<file path="src/common/eth_loop_pkg.sv">
// Ethernet loopback package with GMII and byte-stream types and framing constants
package eth_loop_pkg;

    // One GMII byte lane, the same for receive and transmit
    typedef struct packed {
        logic [7:0] d;
        logic       en;
        logic       er;
    } gmii_t;

    // One frame byte on the internal streams
    typedef struct packed {
        logic [7:0] data;
        // Final byte of the frame
        logic       last;
        // Only meaningful with last, frame gets discarded
        logic       bad;
    } axis_byte_t;

    // Preamble and start-of-frame delimiter
    localparam logic [7:0] PREAMBLE_BYTE = 8'h55;
    localparam logic [7:0] SFD_BYTE      = 8'hD5;

    // Preamble bytes ahead of the delimiter
    localparam int PREAMBLE_LEN = 7;

    // Minimum frame on the wire, FCS included
    localparam int MIN_FRAME_LEN = 64;

    // No FCS is generated here, so the data minimum is the frame minimum less this
    localparam int FCS_LEN = 4;

endpackage

</file>
<file path="src/mac_port/gmii_tx_framer.sv">
// GMII transmit framer adding preamble and SFD, padding short frames and keeping the IFG
`timescale 1ns/1ps

module gmii_tx_framer #(
    parameter int IFG_BYTES = 12
) (
    input  logic                     clk,
    input  logic                     rst_n,
    input  eth_loop_pkg::axis_byte_t tx_stream,
    input  logic                     tx_valid,
    output logic                     tx_ready,
    output eth_loop_pkg::gmii_t      gmii_tx
);

    import eth_loop_pkg::*;

    // Shortest data field, FCS is not appended here
    localparam int MIN_DATA_LEN = MIN_FRAME_LEN - FCS_LEN;
    localparam int CNT_MAX      = (IFG_BYTES > MIN_DATA_LEN) ? IFG_BYTES : MIN_DATA_LEN;
    localparam int CNT_W        = $clog2(CNT_MAX + 1);
    localparam int LEN_W        = $clog2(MIN_DATA_LEN + 1);

    typedef enum logic [2:0] {
        TX_IDLE,
        TX_PREAMBLE,
        TX_DATA,
        TX_PAD,
        TX_GAP
    } tx_state_t;

    tx_state_t        state;
    // Preamble, pad and gap all count with this one
    logic [CNT_W-1:0] cnt;
    // Data bytes sent, saturates at the minimum
    logic [LEN_W-1:0] len_cnt;
    logic             xfer;
    logic             short_frame;
    logic [CNT_W-1:0] pad_cnt;

    assign xfer        = tx_valid && tx_ready;
    assign short_frame = len_cnt < LEN_W'(MIN_DATA_LEN - 1);
    assign pad_cnt     = CNT_W'(MIN_DATA_LEN - 1) - CNT_W'(len_cnt);

    always_ff @(posedge clk or negedge rst_n) begin
        if (!rst_n) begin
            state    <= TX_IDLE;
            cnt      <= '0;
            len_cnt  <= '0;
            tx_ready <= 1'b0;
            gmii_tx  <= '0;
        end else begin
            gmii_tx.er <= 1'b0;
            case (state)
                TX_IDLE: begin
                    // First preamble byte goes out right away
                    gmii_tx.d  <= PREAMBLE_BYTE;
                    gmii_tx.en <= tx_valid;
                    if (tx_valid) begin
                        cnt   <= CNT_W'(1);
                        state <= TX_PREAMBLE;
                    end
                end
                TX_PREAMBLE: begin
                    gmii_tx.en <= 1'b1;
                    if (cnt < CNT_W'(PREAMBLE_LEN)) begin
                        gmii_tx.d <= PREAMBLE_BYTE;
                        cnt       <= cnt + 1'b1;
                    end else begin
                        gmii_tx.d <= SFD_BYTE;
                        len_cnt   <= '0;
                        tx_ready  <= 1'b1;
                        state     <= TX_DATA;
                    end
                end
                TX_DATA: begin
                    gmii_tx.d  <= tx_stream.data;
                    gmii_tx.en <= xfer;
                    if (xfer) begin
                        if (len_cnt < LEN_W'(MIN_DATA_LEN)) begin
                            len_cnt <= len_cnt + 1'b1;
                        end
                        if (tx_stream.last) begin
                            tx_ready <= 1'b0;
                            if (short_frame) begin
                                cnt   <= pad_cnt;
                                state <= TX_PAD;
                            end else begin
                                cnt   <= '0;
                                state <= TX_GAP;
                            end
                        end
                    end
                end
                TX_PAD: begin
                    // Zero fill up to the minimum
                    gmii_tx.d  <= 8'h00;
                    gmii_tx.en <= 1'b1;
                    if (cnt == CNT_W'(1)) begin
                        cnt   <= '0;
                        state <= TX_GAP;
                    end else begin
                        cnt <= cnt - 1'b1;
                    end
                end
                TX_GAP: begin
                    gmii_tx.en <= 1'b0;
                    cnt        <= cnt + 1'b1;
                    if (cnt == CNT_W'(IFG_BYTES - 1)) begin
                        state <= TX_IDLE;
                    end
                end
                default: state <= TX_IDLE;
            endcase
        end
    end

endmodule

</file>
<file path="config.mk">
export PLATFORM = sky130hd
export DESIGN_NAME = gmii_tx_framer
export DESIGN_NICKNAME = d
export VERILOG_FILES = /design/src/common/eth_loop_pkg.sv /design/src/mac_port/gmii_tx_framer.sv
export SDC_FILE = /design/constraint.sdc
export NUM_CORES = 1
export LEC_CHECK = 0
export BUFFER_PORTS_ARGS = -buffer_cell sky130_fd_sc_hd__buf_4
export CAP_MARGIN = 25
export CORE_ASPECT_RATIO = 1.5
export CORE_UTILIZATION = 55
export DETAILED_ROUTE_END_ITERATION = 12
export PLACE_DENSITY = 0.83
export SYNTH_ARGS = -nofsm -noshare
export SYNTH_HDL_FRONTEND = slang
export SYNTH_SLANG_ARGS = --single-unit
</file>
<file path="constraint.sdc">
create_clock -name clk -period 6.05 [get_ports clk]
set_clock_uncertainty 0.05 [all_clocks]
set_input_delay 1.21 -clock clk [delete_from_list [all_inputs] [get_ports clk]]
set_output_delay 1.21 -clock clk [all_outputs]
set_load 0.02 [all_outputs]
</file>
Word-level counts from Yosys, hierarchy flattened --
Cells that the tools add are included.
Operators by class: $add $sub $neg 4, multipliers 0, div/mod/pow operators 0, $lt $le $gt $ge 3, equal/unequal tests 14, shifts and indexed selects 0, mux-type cells 26, bitwise logic cells 0, reductions and logical operators 11
Operators with widths (number):
- 2-to-1 mux 6 bit | 9
- one-hot mux 8 bit (4 select lines) | 1
- one-hot mux 6 bit (5 select lines) | 1
- 2-to-1 mux 3 bit | 7
- != test 2 bit, second input constant | 8
- one-hot mux 3 bit (5 select lines) | 1
- adder 6 x 1 -> 6 bit, second input constant | 2
- < comparator 6 bit, second input constant | 2
- one-hot mux 6 bit (2 select lines) | 1
- 2-to-1 mux 8 bit | 1
- AND reduction 4 bit | 2
- nonzero test 4 bit | 2
- equality test 3 x 2 -> 1 bit, second input constant | 2
- equality test 6 x 1 -> 1 bit, second input constant | 1
- equality test 6 x 4 -> 1 bit, second input constant | 1
- < comparator 6 x 3 -> 1 bit, second input constant | 1
- AND reduction 6 bit | 1
- subtractor 6 x 1 -> 6 bit, second input constant | 1
- subtractor 6 bit, first input constant | 1
- AND reduction 5 bit | 1
- nonzero test 5 bit | 1
- one-hot mux 1 bit (4 select lines) | 1
- equality test 3 x 1 -> 1 bit, second input constant | 1
- equality test 3 bit, second input constant | 1
- 6 further kinds | 8
Storage, ports and cells: register bits after elaboration 25, bits in latches 0, memory bits (writable) 0, ROM bits 0, output and inout bits 11, logic and storage cells 64, memories kept 0

Logic depth before layout (Yosys ltp) --
depth in word-level cells 5, mapped depth 7, depth with buffers taken out 7

Least setup slack after synthesis --
Ideal clock, no wire load.
path kind input-to-reg, from input tx_stream[1] (netlist name), to register cnt[4], arrival 2.174 ns, setup slack 3.748 ns, stages 5, path through and3_4 -> a2111oi_4 -> a211oi_2 -> o22ai_1 -> o21bai_1
Between the ends: longest elaborated chain between the ends 2
RTL lines:
- start, declared | line gmii_tx_framer.sv:9 | input eth_loop_pkg::axis_byte_t tx_stream,
- != test 2 bit (no source line)
- AND reduction 5 bit (no source line)
- end signal, assigned | line gmii_tx_framer.sv:67 | cnt <= cnt + 1'b1;
- end signal, assigned | line gmii_tx_framer.sv:85 | cnt <= pad_cnt;
- end signal, assigned | line gmii_tx_framer.sv:102 | cnt <= cnt - 1'b1;
- end, declared | line gmii_tx_framer.sv:33 | logic [CNT_W-1:0] cnt;
Every way passes these cells. A chain may end at the register's enable or synchronous reset.

Final worst setup path --
from register state[1], to register cnt[4]
Between the ends: longest elaborated chain between the ends 3, elaborated cells on any way between the ends 12
RTL lines:
- start, declared | line gmii_tx_framer.sv:31 | tx_state_t state;
- start signal, assigned | line gmii_tx_framer.sv:46 | state <= TX_IDLE;
- start signal, assigned | line gmii_tx_framer.sv:60 | state <= TX_PREAMBLE;
- start signal, assigned | line gmii_tx_framer.sv:72 | state <= TX_DATA;
- equality test 3 x 2 -> 1 bit (tied with other cells) | line gmii_tx_framer.sv:53 | case (state)
- nonzero test 5 bit (no source line) / != test 2 bit (equally long branches)
- AND reduction 5 bit (no source line)
Several ways; a longest one is shown, not always the timed one.

==> impl_metrics.yaml <==
detailed_routing:
  ant_nets: 0
  vias_per_cell: 6.12
  wl_um: 4220
  vias: 1554
  dr.pass1.iters: 4
  drt_drc_violations_left: 0
  drtIter0Drc: 69
  wire_per_inst_um: 16.6
clock_tree:
  cts.sinks: 25
  clockBufferDepth: 2
  clk_latency_ns: 0.27
  ctsResizeCount: 0
  htreeDepth: 1
  ctsHoldBuffers: 0
  cts_made_buffers: 3
  cts_tree: "done"
  path_clk_slew_ns: 0.09
  root_buffer: "clkbuf_8"
  cts_setup_buffers: 0
place:
  postPlaceCellArea_mm2: 0.00190
  portBuffers: 21
  hpwl_um: 3030
  gp_congestion: 0.955
worst_setup_path:
  path_delay_family: "compound AO/OA/AOI/OAI gates"
  endpoint_kind: "flop"
  crit_type: "reg2reg"
  worstPathRequired_ns: 6.20
  max_stage_delay_ns: 0.89
  path_max_fanout: 26
  arrival_ns: 2.54
  startpoint_type: "flop"
  cpMaxStageDelayCell: "dfrtp_1"
  path_buf_inv: 1
  cp_cell_sequence: "inv_1 > a2111oi_4 > a211oi_2 > o22ai_1 > o21bai_1"
timing:
  period_needed_ns: 2.40
  setup_viol: 0
  maxSlewHeadroom: 0.449
  hold_violations: 0
  max_freq_mhz: 417
  rsz0062_at_grt: "no"
  hold_ws_ns: 0.456
  fin_tns_setup_ns: 0
  finalCritPeriodShare: 0.396
  final_max_slew_viol_count: 0
  worst_pin_slew_ns: 0.827
yosys:
  synthFlopType: "dfrtp_1"
  yosys_warnings: 0
  synth_commonest_cells: "25 x dfrtp_1, 21 x nand2_1, 17 x nor2_1, 14 x inv_1, 13 x o21ai_0"
  synth_cells: 201
  syn-num-nets: 221
  synth_top_area_frac: 0.355
  synth.area.top_cells: "dfrtp_1 35%, ha_1 5.0%, nand2_1 4.5%"
  ys_seq_elements: 25
  yosysTopAreaCell: "dfrtp_1"
  ys_seq_area_frac: 0.355
  syn_area_per_cell_um2: 8.77
  ys_types: 56
  synth_edf_count: 0
  synth.most_common_cell: "dfrtp_1"
  syn-cell-area_mm2: 0.00176
  async_reset_ff_frac: 1.00
finish:
  final_cell_area_mm2: 0.00195
  nets: 236
  diodes: 0
  drive_gt1_frac: 0.181
  synthToLayoutAreaGrowth_pct: 10.6
  fin_util: 0.656
global_route:
  grt_usage: 0.281
  grt_pass1_wl_um: 7000
  grt_pass1_vias: 1486
  grt-ovfl-total: 0
  antenna_found_initial: 0
  grt_max_degree: 39
floorplan:
  start_util: 0.593
  die_h_um: 71.3
  core_area_mm2: 0.00297
  dieArea_mm2: 0.00344
  fp-row-count: 24
  ios: 24
  die_width_um: 48.2
pwr:
  leakage_nw: 0.852
  powerDensity_mw_per_mm2: 509
  ir_drop_v: 0.000343
  power_uw: 992
job:
  max_cap_viol_count: 0
worst_hold_path:
  worstHoldPathType: "reg2reg"
status:
  status: "complete, no violations"
-- metrics by stage --
stage	setup slack [ns]	std cells
2_1_floorplan	3.75	201
3_3_place_gp	3.42	250
3_5_place_dp	3.40	250
4_1_cts	3.68	254
5_1_grt	3.50	254
6_report	3.65	254
-- worst register-to-register path, stage by stage, from the launching register on --
cell and delay (ns):
dfrtp_1 0.89, inv_1 0.31, a2111oi_4 0.61, a211oi_2 0.17, o22ai_1 0.17, o21bai_1 0.12
-- registers in the layout, summed over array words and instances, names as in the netlist --
| register | count |
|---|---|
| cnt | 6 |
| gmii_tx | 9 |
| len_cnt | 6 |
| state | 3 |
| tx_ready | 1 |
-- path summary, 6_finish.rpt --
kind                             from  slack [ns]  cells past startpoint    endpoint
max                          state[1]        3.65                      5      cnt[4]
min                        gmii_tx[7]        0.46                      2  gmii_tx[7]
max reg2reg                  state[1]        3.65                      5      cnt[4]
min reg2reg                gmii_tx[7]        0.46                      2  gmii_tx[7]
max in group asynchronous       rst_n        4.92                      1      cnt[4]
min in group asynchronous       rst_n        0.78                      1      cnt[3]
-- cells by family after synthesis --
kind of cell             Yosys count  share of synthesized area
AO/OA/AOI/OAI                     61                      0.256
XOR/XNOR                           8                     0.0397
adder cells (fa/ha/maj)            7                     0.0497
buffers and inverters             26                     0.0710
flip-flops                        25                      0.355
multiplexers                       5                     0.0319
other                              1                    0.00213
AND/OR/NAND/NOR                   68                      0.195
-- area by class of cell --
class	instances	area (um2)
multi-input cells	150	1010
inverters	14	52.6
flip-flops and latches	25	626
clock buffers	4	45.0
fillers	257	1020
repair buffers	22	165
well taps	39	48.8
-- layer usage --
metal,wire length (um),global-route usage
met1,1680,0.366
met2,2270,0.471
met3,203,0.0252
met4,66,0.0864
met5,0,0
-- cells in the final DEF (no fill, tap or decap), types with 3 or more instances in the layout --
master,count
a21oi_1,9
a21oi_2,3
a22oi_1,3
a31oi_1,5
buf_4,22
clkbuf_8,3
dfrtp_1,25
ha_1,7
inv_1,14
mux2_2,4
nand2_1,21
nand2b_1,4
nand3_1,6
nor2_1,17
nor3_1,5
o21ai_0,13
o21ai_1,5
xnor2_1,4
xor2_1,4
-- power breakdown --
| group | internal [mW] | switching, mW |
|---|---|---|
| sequential | 0.226 | 0.109 |
| combinational | 0.235 | 0.320 |
| clock | 0.0472 | 0.0536 |
(Power assumes the default switching activity.)
