File: src/common/eth_loop_pkg.sv
// Ethernet loopback package with GMII and byte-stream types and framing constants
package eth_loop_pkg;

    // One GMII byte lane, the same for receive and transmit
    typedef struct packed {
        logic [7:0] d;
        logic       en;
        logic       er;
    } gmii_t;

    // One frame byte on the internal streams
    typedef struct packed {
        logic [7:0] data;
        // Final byte of the frame
        logic       last;
        // Only meaningful with last, frame gets discarded
        logic       bad;
    } axis_byte_t;

    // Preamble and start-of-frame delimiter
    localparam logic [7:0] PREAMBLE_BYTE = 8'h55;
    localparam logic [7:0] SFD_BYTE      = 8'hD5;

    // Preamble bytes ahead of the delimiter
    localparam int PREAMBLE_LEN = 7;

    // Minimum frame on the wire, FCS included
    localparam int MIN_FRAME_LEN = 64;

    // No FCS is generated here, so the data minimum is the frame minimum less this
    localparam int FCS_LEN = 4;

endpackage

File: src/mac_port/gmii_rx_framer.sv
// GMII receive framer that strips preamble and SFD and flags errored or oversize frames
`timescale 1ns/1ps

module gmii_rx_framer #(
    parameter int MAX_FRAME_LEN = 9218
) (
    input  logic                     clk,
    input  logic                     rst_n,
    input  eth_loop_pkg::gmii_t      gmii_rx,
    output eth_loop_pkg::axis_byte_t rx_stream,
    output logic                     rx_valid
);

    import eth_loop_pkg::*;

    localparam int LEN_W = $clog2(MAX_FRAME_LEN + 1);

    typedef enum logic [1:0] {
        RX_IDLE,
        RX_PREAMBLE,
        RX_DATA
    } rx_state_t;

    rx_state_t        state;
    logic [LEN_W-1:0] len_cnt;
    logic             hold_vld;
    logic [7:0]       hold_data;
    logic             err_flag;
    logic             oversize;
    logic             room;
    logic             load;
    logic             emit;

    // Bytes past the limit are counted as oversize and never held
    assign room = len_cnt < LEN_W'(MAX_FRAME_LEN);
    assign load = (state == RX_DATA) && gmii_rx.en && room;

    // Held byte goes out when a new one replaces it or when en falls
    assign emit = (state == RX_DATA) && hold_vld && (gmii_rx.en ? room : 1'b1);

    always_ff @(posedge clk or negedge rst_n) begin
        if (!rst_n) begin
            state    <= RX_IDLE;
            len_cnt  <= '0;
            hold_vld <= 1'b0;
            err_flag <= 1'b0;
            oversize <= 1'b0;
            rx_valid <= 1'b0;
        end else begin
            rx_valid <= emit;
            case (state)
                RX_IDLE: begin
                    len_cnt  <= '0;
                    hold_vld <= 1'b0;
                    oversize <= 1'b0;
                    err_flag <= gmii_rx.en && gmii_rx.er;
                    if (gmii_rx.en && gmii_rx.d == PREAMBLE_BYTE) begin
                        state <= RX_PREAMBLE;
                    end
                end
                RX_PREAMBLE: begin
                    if (!gmii_rx.en) begin
                        state <= RX_IDLE;
                    end else begin
                        err_flag <= err_flag | gmii_rx.er;
                        if (gmii_rx.d == SFD_BYTE) begin
                            state <= RX_DATA;
                        end
                    end
                end
                RX_DATA: begin
                    if (!gmii_rx.en) begin
                        state <= RX_IDLE;
                    end else begin
                        err_flag <= err_flag | gmii_rx.er;
                        if (room) begin
                            len_cnt  <= len_cnt + 1'b1;
                            hold_vld <= 1'b1;
                        end else begin
                            oversize <= 1'b1;
                        end
                    end
                end
                default: state <= RX_IDLE;
            endcase
        end
    end

    // Payload path, one byte held back so last can be marked
    always_ff @(posedge clk) begin
        if (load) begin
            hold_data <= gmii_rx.d;
        end
        if (emit) begin
            rx_stream.data <= hold_data;
            rx_stream.last <= !gmii_rx.en;
            rx_stream.bad  <= !gmii_rx.en && (err_flag || oversize);
        end
    end

endmodule

File: config.mk
export PLATFORM = sky130hd
export DESIGN_NAME = gmii_rx_framer
export DESIGN_NICKNAME = d
export VERILOG_FILES = /design/src/common/eth_loop_pkg.sv /design/src/mac_port/gmii_rx_framer.sv
export SDC_FILE = /design/constraint.sdc
export NUM_CORES = 1
export LEC_CHECK = 0
export BUFFER_PORTS_ARGS = -buffer_cell sky130_fd_sc_hd__clkbuf_2
export CAP_MARGIN = 30
export CORE_MARGIN = 3
export CORE_UTILIZATION = 50
export DETAILED_ROUTE_END_ITERATION = 10
export PLACE_DENSITY = 0.7
export SLEW_MARGIN = 20
export SYNTH_ARGS = -nofsm -noshare
export SYNTH_HDL_FRONTEND = slang
export SYNTH_SLANG_ARGS = --single-unit
File: constraint.sdc
create_clock -name clk -period 2.55 [get_ports clk]
set_input_delay 0.255 -clock clk [delete_from_list [all_inputs] [get_ports clk]]
set_output_delay 0.255 -clock clk [all_outputs]
set_load 0.05 [all_outputs]
======== Yosys cells after proc, flatten, opt, wreduce, memory -nomap -nowiden ========
Cells that the tools add are included.
word-level totals
  register bits ........................... 38
  bits of input ports ..................... 12
  logic and storage cells ................. 58
operators by class
  add/subtract/negate cells ............... 1
  order comparisons ....................... 1
  eq/ne operators ......................... 11
  multiplexer cells ....................... 17
  bitwise operators ....................... 1
  reduce and logical (&&, ||, !) cells .... 17
operators by type and width
  operator                                                               number
  14-bit two-way mux                                                     2
  14-bit case mux with 2 select lines                                    1
  14-bit by 1-bit adder with 14-bit output, second input constant        1
  14-bit less-than comparator, second input constant                     1
  2-bit != test, second input constant                                   5
  3-bit AND reduction                                                    3
  8-bit by 7-bit equality test with 1-bit output, second input constant  1
  8-bit equality test, second input constant                             1
  2-bit two-way mux                                                      4
  1-bit logical AND                                                      7
  1-bit two-way mux                                                      6
  1-bit case mux with 2 select lines                                     3
  2-bit case mux with 3 select lines                                     1
  2-bit nonzero test                                                     2
  3-bit != test, second input constant                                   1
  2-bit by 1-bit equality test with 1-bit output, second input constant  1
  2-bit equality test, second input constant                             1
  2-bit zero test                                                        1
  2-bit by 1-bit != test with 1-bit output, second input constant        1
  2-bit AND reduction                                                    1
  2-bit OR reduction                                                     1
  1-bit zero test                                                        1
  1-bit logical OR                                                       1
  1-bit bitwise OR                                                       1

======== Depth between registers and ports, before layout ========
Gate-level depths: netlist (run 1).
  depth after elaboration ................. 4
  depth in mapped cells ................... 8

======== Worst setup path before layout (run 1) ========
Ideal clock, no wire load.
  kind .................................... flip-flop to flip-flop
  start point ............................. register len_cnt[5]
  end point ............................... register rx_stream[0] (netlist name) (enable)
  setup time .............................. 0.385 ns
  arrival ................................. 1.883 ns
  data required time ...................... 2.165 ns
  path slack .............................. 0.283 ns
  stages on the path, launching flop included .. 6
  path buffers ............................ 1
  clock period less this slack ............ 2.267 ns
  cell sequence ........................... dfrtp_1 -> buf_6 -> nor4_2 -> a31oi_1 -> or3_1 -> a31oi_1
between the ends
  longest elaborated chain between the ends .. 3
RTL lines
  what                         line                  source
  start: declaration           gmii_rx_framer.sv:25  logic [LEN_W-1:0] len_cnt;
  start signal: assignment     gmii_rx_framer.sv:77  len_cnt <= len_cnt + 1'b1;
  14-bit less-than comparator  gmii_rx_framer.sv:35  assign room = len_cnt < LEN_W'(MAX_FRAME_LEN);
  1-bit two-way mux            gmii_rx_framer.sv:39  assign emit = (state == RX_DATA) && hold_vld && (gmii_rx.en ? room : 1'b1);
  1-bit logical AND            gmii_rx_framer.sv:39
  net emit                     gmii_rx_framer.sv:32  logic emit;
  end: declaration             gmii_rx_framer.sv:10  output eth_loop_pkg::axis_byte_t rx_stream,
The timed path passes the listed nets, and every way through them passes these cells.
A chain may end at the register's enable or synchronous reset.

======== Worst setup path in the final report (run 1) ========
  start point ............................. register state[0]
  end point ............................... register hold_data[7] (enable)
between the ends
  longest elaborated chain between the ends .. 3
RTL lines
  what                             line                  source
  start: declaration               gmii_rx_framer.sv:24  rx_state_t state;
  start signal: assignment         gmii_rx_framer.sv:43  state <= RX_IDLE;
  start signal: assignment         gmii_rx_framer.sv:58  state <= RX_PREAMBLE;
  start signal: assignment         gmii_rx_framer.sv:63  state <= RX_IDLE;
  2-bit equality test              gmii_rx_framer.sv:36  assign load = (state == RX_DATA) && gmii_rx.en && room;
  1-bit logical AND (2 in series)  gmii_rx_framer.sv:36
  net load                         gmii_rx_framer.sv:31  logic load;
  end signal: assignment           gmii_rx_framer.sv:92  hold_data <= gmii_rx.d;
  end: declaration                 gmii_rx_framer.sv:27  logic [7:0] hold_data;
The timed path passes the listed nets, and every way through them passes these cells.

==> results.py, run 1 <==
metrics = {
    "clock_network": {
        "clock_latency_ns": 0.29,
        "tritoncts": "built",
        "numCtsBuffers": 5,
        "clkTransAtPathRegs_ns": 0.08,
        "hold_fix_buffers_cts": 1,
        "clock_tree_root_buffer_cell": "sky130_fd_sc_hd__clkbuf_8",
        "htree_num_levels": 2,
        "cts_resized": 0,
        "cts.sinks": 38,
        "post_cts_buffers": 0,
        "clock_tree.buffer_depth": 2,
    },
    "floorplan": {
        "floorplan.rows": 21,
        "boundaryPins": 23,
        "initial_standard_cell_utilization_of_the_core_pct": 53.7,
        "die_height_um": 66.8,
        "placeableCoreArea_mm2": 0.00344,
        "die-area_mm2": 0.00446,
        "die_x_um": 66.8,
    },
    "route": {
        "viasPerCell": 6.07,
        "routedWlPerCell_um": 16.3,
        "count_of_routing_violations_after_the_opening_detailed_route_iteration": 124,
        "drt.antenna.violating_nets": 0,
        "route.vias.total": 1396,
        "drc_errors": 0,
        "detail_route.first_pass.iterations": 4,
        "drt-total-wl_um": 3750,
    },
    "timing": {
        "timing_worst_slew_pin_value_ns": 0.788,
        "setup_viol_count_final": 0,
        "timing.clock.skew_ns": 0.00400,
        "max_clock_freq_mhz": 450,
        "post-route-period-util_pct": 87.1,
        "rsz0062_at_grt": "false",
        "fin_setup_tns_ns": 0,
        "worst_slew_margin_rel_pct": 47.4,
        "finalCriticalPeriod_ns": 2.22,
        "worst_hold_slack_ns": 0.149,
        "maxSlewViolCount": 0,
        "finalHoldViolCount": 0,
    },
    "synthesis": {
        "syn_area_per_cell_um2": 11.9,
        "postSynth.topFlopCell": "sky130_fd_sc_hd__dfrtp_1",
        "synth.yosys.warnings": 0,
        "nets_in_the_synthesized_netlist": 173,
        "yosys.area.top_type_share_pct": 29.2,
        "ys_types": 47,
        "syn_inst": 156,
        "synthesis.area_mm2": 0.00185,
        "synth-async-reset-ratio_pct": 52.6,
        "synth_top_area_cell": "sky130_fd_sc_hd__edfxtp_1",
        "synth_top_cells_by_area": "sky130_fd_sc_hd__edfxtp_1, sky130_fd_sc_hd__dfrtp_1, sky130_fd_sc_hd__ha_1",
        "post_synthesis_sequential_area_ratio_pct": 56.3,
        "synth_edf_count": 18,
        "synth-seq-cells": 38,
    },
    "critical_path": {
        "rrSetupSlack_ns": 0.33,
        "worstPathArrival_ns": 2.20,
        "slowest_stage_cell_on_the_critical_path": "sky130_fd_sc_hd__o2bb2ai_1",
        "setup.worst_path.end_class": "flop",
        "cp_max_fo": 13,
        "crit_path_max_incr_delay_ns": 0.66,
        "timing.critical_path.cells": "inv_1 -> ha_1 -> nand2_1 -> o2bb2ai_1 -> nor2_8 -> inv_2",
        "worst-endpoint-required_ns": 2.53,
        "crit_type": "flop to flop",
        "setup.worst_path.start_class": "flop",
    },
    "layout": {
        "area_delta_synth_final_pct": 15.8,
        "highest_count_cells_in_the_layout_ignoring_fill_and_taps": "sky130_fd_sc_hd__clkbuf_2, sky130_fd_sc_hd__dfrtp_1, sky130_fd_sc_hd__edfxtp_1",
        "final_core_util_pct": 62.2,
        "final_design_area_no_fill_mm2": 0.00214,
        "n_antenna_cell": 0,
        "layout.filler_cells": 276,
        "fraction_of_layout_cells_with_a_size_suffix_above_1_pct": 22.3,
        "layout_commonest_cell": "sky130_fd_sc_hd__clkbuf_2",
        "final_nets": 200,
    },
    "pwr": {
        "ir_worst_vdd_v": 0.000359,
        "powerDensity_mw_per_mm2": 883,
        "cellLeakagePower_nw": 0.869,
    },
    "placed_design": {
        "placed_cell_area_mm2": 0.00199,
        "port-buffer-count": 22,
        "place.detailed.hpwl_um": 2700,
        "gpl.final_weighted_congestion": 0.898,
    },
    "worst_hold_path": {
        "worstHoldPathType": "input pin to flop",
    },
    "global_route": {
        "first_global_vias": 1330,
        "groute.usage.overall_pct": 19.5,
        "grt_first_pass_wirelength_um": 6350,
        "antenna_found_initial": 0,
        "grt-ovfl-total": 0,
        "maximum_number_of_pins_on_one_net_before_global_route_repair": 21,
    },
    "flow_run": {
        "max_cap_violation_count": 0,
    },
    "outcome": {
        "status": "finished, final reports clean",
    },
}
-- cells in the mapped netlist, types with 2 or more instances --
library cell and instances:
sky130_fd_sc_hd__a211o_1 2, sky130_fd_sc_hd__a21oi_1 6, sky130_fd_sc_hd__a221o_1 4, sky130_fd_sc_hd__a31oi_1 2
sky130_fd_sc_hd__buf_6 2, sky130_fd_sc_hd__dfrtp_1 20, sky130_fd_sc_hd__edfxtp_1 18, sky130_fd_sc_hd__ha_1 5
sky130_fd_sc_hd__inv_1 11, sky130_fd_sc_hd__mux2i_1 2, sky130_fd_sc_hd__nand2_1 9, sky130_fd_sc_hd__nand2b_1 3
sky130_fd_sc_hd__nand3_1 7, sky130_fd_sc_hd__nand4_1 2, sky130_fd_sc_hd__nand4_2 3, sky130_fd_sc_hd__nor2_1 5
sky130_fd_sc_hd__nor3_1 4, sky130_fd_sc_hd__nor4_1 4, sky130_fd_sc_hd__o211ai_1 4, sky130_fd_sc_hd__o21ai_0 8
sky130_fd_sc_hd__o221ai_1 4, sky130_fd_sc_hd__o22ai_1 2, sky130_fd_sc_hd__o31ai_1 2, sky130_fd_sc_hd__or3_1 3
sky130_fd_sc_hd__or4_1 2
-- report_power, final --
group          switching [W]  internal [W]  total (W)
clock               0.000221      0.000392   0.000613
combinational       0.000328      0.000149   0.000476
sequential         0.0000463      0.000755   0.000801
-- sequential cells by signal, indices dropped and copies added, names as in the netlist --
signal	cells
err_flag	1
rx_valid	1
len_cnt	14
rx_stream	10
hold_data	8
hold_vld	1
state	2
oversize	1
-- area by class of cell --
| cell class | instances | area, um^2 | share of cell area [%] |
|---|---|---|---|
| timing repair buffer | 24 | 128 | 5.96 |
| sequential | 38 | 1040 | 48.6 |
| clock inverter | 3 | 68.8 | 3.21 |
| tap | 46 | 57.6 | 2.69 |
| inverter | 12 | 45.0 | 2.10 |
| clock buffer | 5 | 68.8 | 3.21 |
| multi-input combinational | 102 | 732 | 34.2 |
-- path summary, 6_finish.rpt --
kind / end / depth (start not counted) / start
setup / recovery: hold_data[7] / 6 / state[0]
hold / removal: hold_data[2] / 1 / gmii_rx[4]
setup reg to reg: hold_data[7] / 6 / state[0]
hold reg to reg: rx_stream[6] / 0 / hold_data[4]
max in group asynchronous: state[1] / 2 / rst_n
min in group asynchronous: len_cnt[4] / 2 / rst_n
-- worst max-delay path: cells and delay by family, from the launching register on --
family | cells | cell delay [ns]
AND/OR/NAND/NOR | 2 | 0.22
buffers and inverters | 2 | 0.37
adder cells (fa/ha/maj) | 1 | 0.24
AO/OA/AOI/OAI | 1 | 0.66
flip-flops | 1 | 0.40
-- per-stage QoR --
step / power, W / cells / setup slack, ns
6_report: 0.00189 / 230 / 0.328
5_1_grt: 0.00199 / 230 / 0.252
4_1_cts: 0.00190 / 230 / 0.375
3_5_place_dp: 0.00129 / 221 / 0.385
3_3_place_gp: 0.00126 / 221 / 0.480
2_1_floorplan: 0.00116 / 156 / 0.283
-- layer usage --
layer | vias up | global-route usage (%) | share of wire (%)
li1 | 664 | - | -
met4 | 0 | 10.2 | 2.0
met5 | - | 0 | 0
met3 | 7 | 4.05 | 6.5
met1 | 668 | 25.4 | 43
met2 | 57 | 30.4 | 48
-- cells by family (layout without fill, tap and decap cells) --
| logic type | count (synthesis) | after routing | share of synthesized area (%) |
|---|---|---|---|
| and+or+nand+nor | 52 | 52 | 18.2 |
| DFF | 38 | 38 | 56.3 |
| muxes | 3 | 3 | 1.69 |
| adders and majority gates | 5 | 5 | 3.38 |
| buffers and inverters | 16 | 44 | 4.13 |
| AOI/OAI and AO/OA | 42 | 42 | 16.3 |
Power figures use the tool's default switching activity.
==> run 2: changes to the inputs <==
- CORE_ASPECT_RATIO: not set -> 1.1
==> run 2 against run 1 <==
Against the previous run:
- final cell count increased by 0.87%
- routed wire length decreased by 0.88%
- critical path depth unchanged
- register-to-register slack got worse by 0.03 ns
- sequential share of layout area increased by 1.7 points
- combinational power about the same
- hold slack got worse by 0.059 ns
==> results.py, run 2 (synthesis results as in run 1) <==
metrics = {
    "placed_design": {
        "place.detailed.hpwl_um": 2710,
        "port-buffer-count": 22,
        "gpl.final_weighted_congestion": 0.911,
        "placed_cell_area_mm2": 0.00200,
        "placed_cells": 223,
    },
    "critical_path": {
        "r2r_cells": 6,
        "setup.worst_path.end_class": "flop",
        "cp_top_family": "compound AO/OA/AOI/OAI gates",
        "timing.rr.start": "state[0]",
        "critical_path.reg2reg.endpoint": "hold_data[3]",
        "slowest_stage_cell_on_the_critical_path": "sky130_fd_sc_hd__o2bb2ai_1",
        "critPathCapture": "hold_data[3]",
        "logic_depth_of_the_worst_setup_path_including_buffers": 6,
        "crit_type": "flop to flop",
        "rrSetupSlack_ns": 0.30,
        "worstPathBufferInverterCount": 2,
        "worstPathArrival_ns": 2.29,
        "cp_max_fo": 13,
        "crit_start": "state[0]",
        "crit_path_max_incr_delay_ns": 0.67,
        "worst-endpoint-required_ns": 2.59,
        "setup.worst_path.start_class": "flop",
        "timing.critical_path.cells": "inv_1 -> ha_1 -> nand2_1 -> o2bb2ai_1 -> nor2_8 -> inv_2",
    },
    "pwr": {
        "clock_power_share_pct": 20.8,
        "ir_worst_vdd_v": 0.000378,
        "part_of_the_power_in_registers_pct": 49.8,
        "cellLeakagePower_nw": 0.835,
        "power.share.switching_pct": 35.7,
        "net-switching-power_w": 0.000574,
        "internal_power_w": 0.00103,
        "power_frac_comb_pct": 29.4,
        "powerDensity_mw_per_mm2": 777,
    },
    "clock_network": {
        "tritoncts": "built",
        "post_cts_buffers": 0,
        "hold_fix_buffers_cts": 1,
        "clock_latency_ns": 0.35,
        "cts_resized": 0,
        "clock_tree.buffer_depth": 2,
        "clock_tree_root_buffer_cell": "sky130_fd_sc_hd__clkbuf_4",
        "clkTransAtPathRegs_ns": 0.11,
        "cts.sinks": 38,
        "numCtsBuffers": 5,
        "htree_num_levels": 2,
    },
    "timing": {
        "maxSlewViolCount": 0,
        "timing.clock.skew_ns": 0.00517,
        "finalCriticalPeriod_ns": 2.25,
        "rsz0062_at_grt": "false",
        "post-route-period-util_pct": 88.1,
        "timing_worst_slew_pin_value_ns": 0.810,
        "finalHoldViolCount": 0,
        "fin_setup_tns_ns": 0,
        "setup_viol_count_final": 0,
        "worst_slew_margin_rel_pct": 46.0,
        "max_clock_freq_mhz": 445,
        "worst_hold_slack_ns": 0.0900,
    },
    "layout": {
        "area_delta_synth_final_pct": 11.9,
        "stdcell_count": 232,
        "registers.top_by_ff_count": "len_cnt",
        "final_design_area_no_fill_mm2": 0.00207,
        "highest_count_cells_in_the_layout_ignoring_fill_and_taps": "sky130_fd_sc_hd__clkbuf_2, sky130_fd_sc_hd__dfrtp_1, sky130_fd_sc_hd__edfxtp_1",
        "layout_commonest_cell": "sky130_fd_sc_hd__clkbuf_2",
        "final_nets": 200,
        "layout_top_registers": "len_cnt x14, rx_stream x10, hold_data x8",
        "fraction_of_layout_cells_with_a_size_suffix_above_1_pct": 22.3,
        "n_antenna_cell": 0,
        "number_of_flip_flops_under_the_largest_register_name": 14,
    },
    "route": {
        "drt-total-wl_um": 3710,
        "detail_route.first_pass.iterations": 4,
        "viasPerCell": 6.01,
        "count_of_routing_violations_after_the_opening_detailed_route_iteration": 89,
        "drt.antenna.violating_nets": 0,
        "routedWlPerCell_um": 16.0,
        "drc_errors": 0,
        "route.vias.total": 1395,
    },
    "floorplan": {
        "die_x_um": 64.0,
        "die_height_um": 69.8,
        "placeableCoreArea_mm2": 0.00344,
        "die-area_mm2": 0.00447,
        "initial_standard_cell_utilization_of_the_core_pct": 53.7,
        "floorplan.rows": 22,
        "boundaryPins": 23,
    },
    "global_route": {
        "antenna_found_initial": 0,
        "maximum_number_of_pins_on_one_net_before_global_route_repair": 21,
        "first_global_vias": 1406,
        "groute.usage.overall_pct": 18.3,
        "grt_first_pass_wirelength_um": 6420,
        "grt-ovfl-total": 0,
    },
    "flow_run": {
        "max_cap_violation_count": 0,
    },
    "worst_hold_path": {
        "worstHoldPathType": "input pin to flop",
    },
    "outcome": {
        "status": "finished, final reports clean",
    },
}
## run 2: metrics by stage
step | power (W) | worst slack (ns) | util [%]
final | 0.00161 | 0.303 | 60.1
after global routing | 0.00169 | 0.154 | 60.1
after CTS | 0.00162 | 0.332 | 60.1
after detailed placement | 0.00129 | 0.364 | 58.0
after global placement | 0.00126 | 0.463 | 58.0
after floorplan | 0.00116 | 0.283 | -
## run 2: area by class of cell
cell class                 count  area [um^2]
clock buffer                   6         51.3
clock inverter                 2         12.5
fill                         285         1370
inverter                      12         45.0
multi-input combinational    102          732
sequential                    38         1040
tap                           48         60.1
timing repair buffer          24          128
## run 2: routing by layer
metal | vias up | global-route usage (%) | share of wire (%)
li1 | 661 | - | -
met1 | 692 | 22.5 | 45
met2 | 37 | 30.0 | 49
met3 | 5 | 3.57 | 4.4
met4 | 0 | 9.83 | 1.5
met5 | - | 0 | 0
## run 2: power by group through the flow
| stage | logic (W) | registers [W] | clock network (W) |
|---|---|---|---|
| detailed placement | 0.000471 | 0.000815 | 0 |
| global route | 0.000519 | 0.000811 | 0.000363 |
| global placement | 0.000453 | 0.000807 | 0 |
| CTS | 0.000474 | 0.000802 | 0.000341 |
| finish | 0.000473 | 0.000801 | 0.000334 |
| floorplan | 0.000303 | 0.000853 | 0 |
## run 2: worst min-delay path by stage
stage,cells past startpoint,to,startpoint
2_1_floorplan,0,err_flag,rst_n
3_3_place_gp,1,len_cnt[7],rst_n
3_5_place_dp,1,len_cnt[7],rst_n
4_1_cts,1,hold_data[5],gmii_rx[7]
5_1_grt,1,hold_data[5],gmii_rx[7]
6_report,1,hold_data[5],gmii_rx[7]
==> run 3: changes to the inputs <==
- CORE_ASPECT_RATIO: 1.1 -> 2
==> run 3 against run 2 <==
Against the previous run:
- clock skew increased by 0.0011 ns
- count of clock-buffer cells in the layout decreased by 1
- sequential share of layout area decreased by 1.9 points
- critical path depth unchanged
==> results.py, run 3 (synthesis results as in run 1) <==
metrics = {
    "clock_network": {
        "clock_tree.buffer_depth": 2,
        "numCtsBuffers": 5,
        "cts_resized": 0,
        "clkTransAtPathRegs_ns": 0.08,
        "post_cts_buffers": 0,
        "clock_tree_root_buffer_cell": "sky130_fd_sc_hd__clkbuf_8",
        "tritoncts": "built",
        "htree_num_levels": 2,
        "cts.sinks": 38,
        "clock_latency_ns": 0.29,
    },
    "route": {
        "drt.antenna.violating_nets": 0,
        "detailed_route_wirelength_on_metal2_um": 2170,
        "routedWlPerCell_um": 16.9,
        "drt-total-wl_um": 3940,
        "count_of_routing_violations_after_the_opening_detailed_route_iteration": 32,
        "drc_errors": 0,
        "detail_route.first_pass.iterations": 4,
        "dr_wl_met3_um": 153,
        "route.vias.total": 1398,
        "met1_wl_um": 1470,
        "viasPerCell": 6.00,
        "highest_layer": "met4",
    },
    "floorplan": {
        "boundaryPins": 23,
        "placeableCoreArea_mm2": 0.00349,
        "floorplan.rows": 30,
        "die_x_um": 49.0,
        "die_height_um": 92.0,
        "initial_standard_cell_utilization_of_the_core_pct": 53.0,
        "die-area_mm2": 0.00451,
    },
    "outcome": {
        "status": "finished, final reports clean",
    },
    "global_route": {
        "antenna_found_initial": 0,
        "grt_first_pass_wirelength_um": 6530,
        "first_global_vias": 1388,
        "maximum_number_of_pins_on_one_net_before_global_route_repair": 21,
        "grt-ovfl-total": 0,
        "groute.usage.overall_pct": 19.1,
    },
    "pwr": {
        "design_power_total_w": 0.00190,
        "powerDensity_mw_per_mm2": 883,
        "ir_worst_vdd_v": 0.000469,
        "cellLeakagePower_nw": 0.874,
    },
    "flow_run": {
        "max_cap_violation_count": 0,
    },
    "timing": {
        "timing.clock.skew_ns": 0.00631,
        "finalCriticalPeriod_ns": 2.29,
        "worst_slew_margin_rel_pct": 43.3,
        "worst_hold_slack_ns": 0.152,
        "max_clock_freq_mhz": 437,
        "finalHoldViolCount": 0,
        "maxSlewViolCount": 0,
        "fin_setup_tns_ns": 0,
        "setup_viol_count_final": 0,
        "post-route-period-util_pct": 89.7,
        "rsz0062_at_grt": "false",
        "timing_worst_slew_pin_value_ns": 0.851,
    },
    "layout": {
        "highest_count_cells_in_the_layout_ignoring_fill_and_taps": "sky130_fd_sc_hd__clkbuf_2, sky130_fd_sc_hd__dfrtp_1, sky130_fd_sc_hd__edfxtp_1",
        "layout_commonest_cell": "sky130_fd_sc_hd__clkbuf_2",
        "final_nets": 201,
        "layout.filler_cells": 301,
        "area_delta_synth_final_pct": 16.3,
        "registers.top_by_ff_count": "len_cnt",
        "n_antenna_cell": 0,
        "layout_top_registers": "len_cnt x14, rx_stream x10, hold_data x8",
        "number_of_flip_flops_under_the_largest_register_name": 14,
        "fraction_of_layout_cells_with_a_size_suffix_above_1_pct": 22.7,
        "final_design_area_no_fill_mm2": 0.00215,
    },
    "critical_path": {
        "setup.worst_path.start_class": "flop",
        "timing.rr.start": "state[0]",
        "r2r_cells": 6,
        "critical_path.reg2reg.endpoint": "hold_data[3]",
        "worstPathArrival_ns": 2.26,
        "setup.worst_path.end_class": "flop",
        "critPathCapture": "hold_data[3]",
        "cp_max_fo": 13,
        "crit_start": "state[0]",
        "crit_type": "flop to flop",
        "rrSetupSlack_ns": 0.26,
        "worst-endpoint-required_ns": 2.53,
    },
    "worst_hold_path": {
        "worstHoldPathType": "input pin to flop",
    },
    "placed_design": {
        "gpl.final_weighted_congestion": 0.939,
        "placed_cell_area_mm2": 0.00200,
        "port-buffer-count": 22,
        "place.detailed.hpwl_um": 2950,
    },
}
-- run 3: worst min path at each step --
stage,start,end,slack (ns),cells past startpoint
floorplan,rst_n,err_flag,-0.04,0
global placement,rst_n,len_cnt[7],0.25,1
detailed placement,rst_n,len_cnt[7],0.26,1
CTS,gmii_rx[2],hold_data[0],0.15,1
global route,gmii_rx[6],hold_data[4],0.14,1
finish,gmii_rx[2],hold_data[0],0.15,1
-- run 3: metal layers --
metal  vias up  GRT usage [%]
met5         -              0
met4         0           11.2
met3        15           4.72
met2        42           34.1
met1       681           19.6
li1        660              -
-- run 3: metrics by stage --
stage	std cells	worst slack (ns)	utilization (%)
after global routing	233	0.130	61.6
after detailed placement	224	0.355	57.4
after CTS	233	0.298	61.6
after floorplan	156	0.283	-
after global placement	224	0.462	57.4
final	233	0.264	61.6
-- run 3: worst max-delay path: stages (launching register included) --
cell and delay (ns):
sky130_fd_sc_hd__dfrtp_1 0.41, sky130_fd_sc_hd__inv_1 0.12, sky130_fd_sc_hd__ha_1 0.25, sky130_fd_sc_hd__nand2_1 0.17
sky130_fd_sc_hd__o2bb2ai_1 0.71, sky130_fd_sc_hd__nor2_8 0.06, sky130_fd_sc_hd__inv_2 0.25
-- run 3: final cells by class --
class,count,area (um^2),share of cell area (%)
Clock buffer,5,68.8,3.20
Timing Repair Buffer,25,135,6.28
Sequential cell,38,1040,48.4
Clock inverter,3,68.8,3.20
Multi-Input combinational cell,102,732,34.0
Tap cell,48,60.1,2.79
Inverter,12,45.0,2.09
-- run 3: where the power goes --
group          switching [W]  internal, W  leakage (nW)
Clock               0.000221     0.000392        0.0683
Sequential         0.0000487     0.000755         0.437
Combinational       0.000331     0.000152         0.369
Total               0.000601      0.00130         0.874
-- run 3: timing repair --
action | in CTS | in global routing
endpoints found under the hold margin | 20 | 0
hold buffers | 1 | 0
endpoints found under the setup margin | 0 | 0
